[src/common/bp_pkg.sv]
`default_nettype none

package bp_pkg;

	// Table sizes
	localparam int BTB_ENTRIES = 16;	// Fully associative rows
	localparam int BHT_ENTRIES = 64;	// Bimodal counters

	// Index widths follow from the sizes
	localparam int BTB_IDX_W = $clog2(BTB_ENTRIES);
	localparam int BHT_IDX_W = $clog2(BHT_ENTRIES);

	// Address widths
	localparam int PC_W = 32;
	localparam int WORD_W = PC_W - 2;	// PC without the byte offset

	// Byte address as seen by fetch
	typedef logic [PC_W-1:0] pc_t;

	// Word address, used for BTB tags and stored targets
	typedef logic [WORD_W-1:0] word_addr_t;

	// BTB row number
	typedef logic [BTB_IDX_W-1:0] btb_idx_t;

	// Counter index, taken from PC[7:2]
	typedef logic [BHT_IDX_W-1:0] bht_idx_t;

	// Two-bit saturating counter
	typedef logic [1:0] ctr_t;

	// Counter encodings
	localparam ctr_t CTR_MIN = 2'b00;	// Strongly not-taken
	localparam ctr_t CTR_RESET = 2'b01;	// Weakly not-taken
	localparam ctr_t CTR_MAX = 2'b11;	// Strongly taken

	// Upper counter bit means predict taken
	localparam int CTR_TAKEN_BIT = 1;

endpackage

`default_nettype wire

[src/btb/btb.sv]
`timescale 1ns/1ps
`default_nettype none

module btb (
	input wire clock,
	input wire reset,

	// Fetch side lookup
	input wire bp_pkg::pc_t lookup_pc,

	// Resolved branch from execute
	input wire update_valid,
	input wire update_taken,
	input wire bp_pkg::pc_t update_pc,
	input wire bp_pkg::pc_t update_target,

	// Lookup result, combinational from lookup_pc
	output logic hit,
	output bp_pkg::word_addr_t target
);

	// Row storage
	logic [bp_pkg::BTB_ENTRIES-1:0] valid;
	bp_pkg::word_addr_t tags [bp_pkg::BTB_ENTRIES];	// Full word address, no aliasing
	bp_pkg::word_addr_t targets [bp_pkg::BTB_ENTRIES];

	// Rows fill in order, so the count is also the next free row
	logic [bp_pkg::BTB_IDX_W:0] fill_count;
	bp_pkg::btb_idx_t oldest;	// Round-robin victim once full
	logic table_full;

	// CAM match lines
	logic [bp_pkg::BTB_ENTRIES-1:0] lookup_match;
	logic [bp_pkg::BTB_ENTRIES-1:0] update_match;

	// Update decode
	logic update_hit;
	bp_pkg::btb_idx_t update_row;	// Row that holds update_pc
	bp_pkg::btb_idx_t write_row;	// Row written this cycle
	logic write_en;

	// Search every row for both addresses in parallel
	always_comb begin
		for (int i = 0; i < bp_pkg::BTB_ENTRIES; i++) begin
			lookup_match[i] = valid[i] && (tags[i] == lookup_pc[31:2]);
			update_match[i] = valid[i] && (tags[i] == update_pc[31:2]);
		end
	end

	// Lookup result
	// At most one line is set, so an OR of the masked targets is enough
	assign hit = |lookup_match;

	always_comb begin
		target = '0;
		for (int i = 0; i < bp_pkg::BTB_ENTRIES; i++) begin
			if (lookup_match[i]) begin
				target = target | targets[i];
			end
		end
	end

	// Encode the update match into a row number
	always_comb begin
		update_hit = |update_match;
		update_row = '0;
		for (int i = 0; i < bp_pkg::BTB_ENTRIES; i++) begin
			if (update_match[i]) begin
				update_row = bp_pkg::btb_idx_t'(i);
			end
		end
	end

	assign table_full = (fill_count == (bp_pkg::BTB_IDX_W + 1)'(bp_pkg::BTB_ENTRIES));

	// Only taken branches touch the BTB
	assign write_en = update_valid && update_taken;

	// Hit rewrites in place, miss takes the next free row or the oldest one
	always_comb begin
		if (update_hit) begin
			write_row = update_row;
		end else if (table_full) begin
			write_row = oldest;
		end else begin
			write_row = fill_count[bp_pkg::BTB_IDX_W-1:0];
		end
	end

	// Valid bits, fill count and victim pointer
	always_ff @(posedge clock) begin
		if (reset) begin
			valid <= '0;
			fill_count <= '0;
			oldest <= '0;
		end else if (write_en) begin
			valid[write_row] <= 1'b1;
			if (!update_hit) begin	// New branch allocates a row
				if (table_full) begin
					oldest <= oldest + bp_pkg::btb_idx_t'(1);	// Next oldest row
				end else begin
					fill_count <= fill_count + (bp_pkg::BTB_IDX_W + 1)'(1);
				end
			end
		end
	end

	// Tag and target payload
	always_ff @(posedge clock) begin
		if (write_en) begin
			tags[write_row] <= update_pc[31:2];
			targets[write_row] <= update_target[31:2];	// Low two bits are dropped
		end
	end

	// Allocation must never create a second row for the same address
	a_single_match: assert property (@(posedge clock) disable iff (reset)
		$onehot0(lookup_match) && $onehot0(update_match))
		else $error("btb: more than one row matches an address");

endmodule

`default_nettype wire

[src/verilog/direction_table.sv]
`timescale 1ns/1ps
`default_nettype none

module direction_table (
	input wire clock,
	input wire reset,

	// Fetch side lookup
	input wire bp_pkg::pc_t lookup_pc,

	// Resolved branch from execute
	input wire update_valid,
	input wire update_taken,
	input wire bp_pkg::pc_t update_pc,

	// Predicted direction, combinational from lookup_pc
	output logic taken
);

	// Bimodal counter array
	bp_pkg::ctr_t counters [bp_pkg::BHT_ENTRIES];

	bp_pkg::bht_idx_t lookup_idx;
	bp_pkg::bht_idx_t update_idx;
	bp_pkg::ctr_t update_ctr;	// Current value at update_idx
	bp_pkg::ctr_t next_ctr;	// Value after the saturating step

	// Index from PC[7:2], byte offset skipped
	assign lookup_idx = lookup_pc[bp_pkg::BHT_IDX_W+1:2];
	assign update_idx = update_pc[bp_pkg::BHT_IDX_W+1:2];

	// Upper bit decides the direction
	assign taken = counters[lookup_idx][bp_pkg::CTR_TAKEN_BIT];

	assign update_ctr = counters[update_idx];

	// Step by one toward the outcome, hold at either end
	always_comb begin
		next_ctr = update_ctr;
		if (update_taken) begin
			if (update_ctr != bp_pkg::CTR_MAX) begin
				next_ctr = update_ctr + bp_pkg::ctr_t'(1);
			end
		end else if (update_ctr != bp_pkg::CTR_MIN) begin
			next_ctr = update_ctr - bp_pkg::ctr_t'(1);
		end
	end

	// Counters are prediction state, so reset puts them all weakly not-taken
	always_ff @(posedge clock) begin
		if (reset) begin
			for (int i = 0; i < bp_pkg::BHT_ENTRIES; i++) begin
				counters[i] <= bp_pkg::CTR_RESET;
			end
		end else if (update_valid) begin
			counters[update_idx] <= next_ctr;	// Visible to lookups next cycle
		end
	end

	// Execute must report a resolved direction with every update
	a_update_known: assert property (@(posedge clock) disable iff (reset)
		update_valid |-> !$isunknown(update_taken))
		else $error("direction_table: update_taken unknown during update");

endmodule

`default_nettype wire

[src/verilog/next_pc_select.sv]
`timescale 1ns/1ps
`default_nettype none

module next_pc_select (
	input wire clock,
	input wire reset,

	// Fetch request
	input wire fetch_valid,
	input wire bp_pkg::pc_t fetch_pc,

	// Table lookups for fetch_pc
	input wire btb_hit,
	input wire bp_pkg::word_addr_t btb_target,
	input wire dir_taken,

	// Registered prediction, one cycle after the fetch
	output logic pred_valid,
	output logic pred_taken,
	output bp_pkg::pc_t pred_pc
);

	logic take;	// Both tables agree on a taken branch
	bp_pkg::pc_t seq_pc;
	bp_pkg::pc_t next_pc;

	// A counter alone has no target, so the BTB must also hit
	assign take = btb_hit && dir_taken;
	assign seq_pc = fetch_pc + bp_pkg::pc_t'(4);	// Fall-through
	assign next_pc = take ? {btb_target, 2'b00} : seq_pc;

	// Control flags
	always_ff @(posedge clock) begin
		if (reset) begin
			pred_valid <= 1'b0;
			pred_taken <= 1'b0;
		end else begin
			pred_valid <= fetch_valid;
			pred_taken <= fetch_valid && take;	// Low on idle cycles
		end
	end

	// Predicted address, only loaded on a fetch
	always_ff @(posedge clock) begin
		if (fetch_valid) begin
			pred_pc <= next_pc;
		end
	end

	// Fetch addresses are word aligned, and so are the stored targets
	a_pred_aligned: assert property (@(posedge clock) disable iff (reset)
		pred_valid |-> (pred_pc[1:0] == 2'b00))
		else $error("next_pc_select: unaligned pred_pc %h", pred_pc);

endmodule

`default_nettype wire

[src/verilog/branch_predictor.sv]
`timescale 1ns/1ps
`default_nettype none

module branch_predictor (
	input wire clock,
	input wire reset,

	// Fetch
	input wire fetch_valid,
	input wire bp_pkg::pc_t fetch_pc,

	// Execute update
	input wire update_valid,
	input wire bp_pkg::pc_t update_pc,
	input wire update_taken,
	input wire bp_pkg::pc_t update_target,

	// Prediction
	output logic pred_valid,
	output logic pred_taken,
	output bp_pkg::pc_t pred_pc
);

	// Lookup results toward the selector
	logic btb_hit;
	bp_pkg::word_addr_t btb_target;
	logic dir_taken;

	// Target store, both tables share the update strobe
	btb u_btb (
		.clock(clock),
		.reset(reset),
		.lookup_pc(fetch_pc),
		.update_valid(update_valid),
		.update_taken(update_taken),
		.update_pc(update_pc),
		.update_target(update_target),
		.hit(btb_hit),
		.target(btb_target)
	);

	// Direction counters
	direction_table u_direction_table (
		.clock(clock),
		.reset(reset),
		.lookup_pc(fetch_pc),
		.update_valid(update_valid),
		.update_taken(update_taken),
		.update_pc(update_pc),
		.taken(dir_taken)
	);

	// Merge and register
	next_pc_select u_next_pc_select (
		.clock(clock),
		.reset(reset),
		.fetch_valid(fetch_valid),
		.fetch_pc(fetch_pc),
		.btb_hit(btb_hit),
		.btb_target(btb_target),
		.dir_taken(dir_taken),
		.pred_valid(pred_valid),
		.pred_taken(pred_taken),
		.pred_pc(pred_pc)
	);

endmodule

`default_nettype wire

[config.mk]
export PLATFORM = sky130hd
export DESIGN_NAME = branch_predictor
export DESIGN_NICKNAME = d
export VERILOG_FILES = /design/src/common/bp_pkg.sv /design/src/btb/btb.sv /design/src/verilog/direction_table.sv /design/src/verilog/next_pc_select.sv /design/src/verilog/branch_predictor.sv
export SDC_FILE = /design/constraint.sdc
export NUM_CORES = 2
export LEC_CHECK = 0
export ABC_CLOCK_PERIOD_IN_PS = 15800
export BUFFER_PORTS_ARGS = -buffer_cell sky130_fd_sc_hd__buf_2
export CAP_MARGIN = 20
export CORE_ASPECT_RATIO = 1.75
export CORE_MARGIN = 3
export CORE_UTILIZATION = 60
export DETAILED_ROUTE_END_ITERATION = 16
export MAX_ROUTING_LAYER = met4
export PLACE_DENSITY = 0.77
export REMOVE_ABC_BUFFERS = 1
export SKIP_CTS_REPAIR_TIMING = 1
export SLEW_MARGIN = 20
export SYNTH_ARGS = -nofsm -noshare
export SYNTH_HDL_FRONTEND = slang
export SYNTH_HIERARCHICAL = 1
export SYNTH_SLANG_ARGS = --single-unit
[constraint.sdc]
create_clock -name clock -period 15.8 [get_ports clock]
set_clock_uncertainty 0.1 [all_clocks]
set_input_delay 1.58 -clock clock [delete_from_list [all_inputs] [get_ports clock]]
set_output_delay 1.58 -clock clock [all_outputs]
set_load 0.1 [all_outputs]
==> flow_metrics.env <==
export IMPL_cts_sinks=1147
export IMPL_worst_path_max_delay_cell="nor4_1"
export IMPL_yosysMostFrequentCell="edfxtp_1"
export IMPL_overflow=0
export IMPL_ir_drop_v=0.000110
export IMPL_synth_area_top_cells="edfxtp_1 (63%), xnor2_1 (13%), xor2_1 (3.5%), nand4_1 (3.0%), a221oi_1 (2.1%)"
export IMPL_die_h_um=399
export IMPL_period_share=0.439
export IMPL_core_um2=87300
export IMPL_avgRoutedWirePerCell_um=32.8
export IMPL_status="finished clean"
export IMPL_cts_tree="built"
export IMPL_first_pass_iters=6
export IMPL_p_leak_nw=17.8
export IMPL_path_max_fanout=44
export IMPL_hold_class="flop to flop"
export IMPL_crit_type="primary input to flop"
export IMPL_tns_ps=0
export IMPL_htree_levels=3
export IMPL_tightest_slew_ps=1190
export IMPL_cts_max_path_buffers=3
export IMPL_yosysSeqAreaShare=0.644
export IMPL_synth_top_area_share=0.634
export IMPL_slew_viol_final=0
export IMPL_cap_viol_max_count=0
export IMPL_dp_cells=4823
export IMPL_yosys_warnings=6
export IMPL_cts_root_buf="clkbuf_16"
export IMPL_ys_ff_latch=1147
export IMPL_fillerInstances=6209
export IMPL_finalHoldViolations=0
export IMPL_cpLargestDelayFamily="simple AND/OR/NAND/NOR gates"
export IMPL_grt_pass1_vias=34961
export IMPL_setup_reg_to_reg_worst_slack_ps=10430
export IMPL_crit_path_cell_trace="buf_4, buf_4, buf_4, xor2_1, nor4_1, nand2_1, nor4_1, nand4bb_1, nor3_1, or3_1, nand2b_1, nor3_2, buf_4, buf_4"
export IMPL_hp_start="u_btb/oldest[3]"
export IMPL_vias=35253
export IMPL_r2r_cells=11
export IMPL_cp_slowest_stage_delay_ps=770
export IMPL_dpl_hpwl_um=90700
export IMPL_gp_congestion=0.905
export IMPL_syn_avg_cell_area_um2=14.4
export IMPL_powerDensity_nw_per_um2=110
export IMPL_required_ps=16030
export IMPL_critical_path_most_common_cell="buf_4"
export IMPL_nets=3868
export IMPL_synth_cell_types=74
export IMPL_end_kind="flop"
export IMPL_drive_gt1_frac=0.126
export IMPL_arrival_ps=7170
export IMPL_setup_viol=0
export IMPL_syn_inst=3690
export IMPL_place_ws_ps=8340
export IMPL_start_kind="primary input"
export IMPL_pin_count=135
export IMPL_wl_um=165000
export IMPL_r2r_start="u_btb/tags[7][2]"
export IMPL_syn_to_final_growth_pct=9.71
export IMPL_ant_nets=0
export IMPL_grt_antenna_before_repair=9
export IMPL_ys_flop_type="edfxtp_1"
export IMPL_timing_final_ws_setup_ps=8860
export IMPL_clkSlewWorstSetupHoldPaths_ps=70
export IMPL_grt_max_degree=68
export IMPL_async_reset_ff_frac=0
export IMPL_die_w_um=231
export IMPL_stdcell_count=5016
export IMPL_synth_commonest_cells="edfxtp_1 (1120), xnor2_1 (767), nand4_1 (254), xor2_1 (209), clkbuf_1 (132)"
export IMPL_worst_path_stages=14
export IMPL_vias_per_cell=7.03
export IMPL_critPathLaunch="update_pc[4]"
export IMPL_syn_area_um2=53000
export IMPL_die_area_um2=92100
export IMPL_rows=143
export IMPL_worst_path_buf_inv=5
export IMPL_yosysTopAreaCell="edfxtp_1"
export IMPL_max_freq_mhz=144
export IMPL_period_minus_slack_ps=6940
export IMPL_drt_iter0_drc=4954
export IMPL_slew_headroom=0.202
export IMPL_grt_first_pass_wirelength_um=233000
export IMPL_io_buffer_count=130
export IMPL_initial_core_util=0.607
export IMPL_rsz0062_at_grt="false"
export IMPL_hold_depth=2
export IMPL_route_detailed_drc=0
export IMPL_cts_buffers=98
export IMPL_clock_latency_ps=730
export IMPL_design_power_total_mw=6.39
export IMPL_synth_edf_count=1120
export IMPL_grt_usage=0.364
-- worst reg2reg max path, delay by kind of cell (launching register included) --
kind	cells	cell delay (ps)
XOR/XNOR	1	180
buffers and inverters	2	1050
flip-flops	1	420
AND/OR/NAND/NOR	8	3150
-- layer usage --
layer	wire (um)	vias to the layer above	part of all wire	track usage
li1	-	14277	-	-
met2	77500	2731	0.47	0.569
met5	0	-	0	-
met1	55600	17573	0.34	0.432
met3	19400	672	0.12	0.0774
met4	12200	0	0.074	0.230
-- layout make-up --
type | count | area [um^2] | share of cell area
sequential | 1147 | 34200 | 0.587
multi-input combinational | 2260 | 17600 | 0.303
clock buffer | 108 | 2500 | 0.0430
timing repair buffer | 244 | 1520 | 0.0261
tap | 1160 | 1450 | 0.0249
clock inverter | 75 | 826 | 0.0142
inverter | 12 | 45.0 | 0.000774
antenna | 10 | 25.0 | 0.000430
-- placed cells by master (no fill, tap or decap), types with 29 or more instances in the layout --
cell type  netlist  final
xnor2_1        767    767
buf_4           35    118
o21ai_0         46     46
clkbuf_16        0     98
nand3_1         84     84
buf_2           75    126
nor4_1         104     88
mux4_2          29     29
nand2_1         89     88
edfxtp_1      1120   1120
or4_1           29     29
a22o_1         120    120
nor3_1          54     38
xor2_1         209    209
a221oi_1       130    130
nor2_1          89     89
nand4_1        254    254
-- registers in the layout, summed over array words and instances, names as in the netlist --
register	count
u_btb/oldest	4
u_next_pc_select/pred_taken	1
u_next_pc_select/pred_valid	1
u_direction_table/counters	128
u_btb/valid	16
u_btb/tags	480
u_next_pc_select/pred_pc	32
u_btb/targets	480
u_btb/fill_count	5
-- report_power, final --
part / total, mW / switching (mW) / internal (mW)
registers: 3.38 / 0.0159 / 3.37
clock network: 2.49 / 1.15 / 1.34
logic: 0.513 / 0.374 / 0.139
total: 6.39 / 1.54 / 4.85
-- kinds of logic (layout without fill, tap and decap cells) --
logic type,count (synthesis),in the layout,synth area share
adder cells (fa/ha/maj),6,6,0.00134
AO/OA/AOI/OAI,421,421,0.0632
XOR/XNOR,976,976,0.161
flip-flops,1147,1147,0.644
multiplexers,59,59,0.0180
other,0,10,0
AND/OR/NAND/NOR,798,798,0.0855
buffers and inverters,283,439,0.0264
-- final timing paths --
check                    endpoint
max          u_btb/targets[7][12]
min reg2reg       u_btb/oldest[3]
min               u_btb/oldest[3]
max reg2reg  u_btb/targets[7][12]
-- stage by stage --
stage	cell area, um^2	util	hold WS [ps]
global placement	54800	0.628	369
global route	58200	0.666	425
finish	58200	0.666	418
CTS	58200	0.666	398
floorplan	51700	-	342
detailed placement	54800	0.628	388
Note: power is estimated with default switching activity, not from simulation.
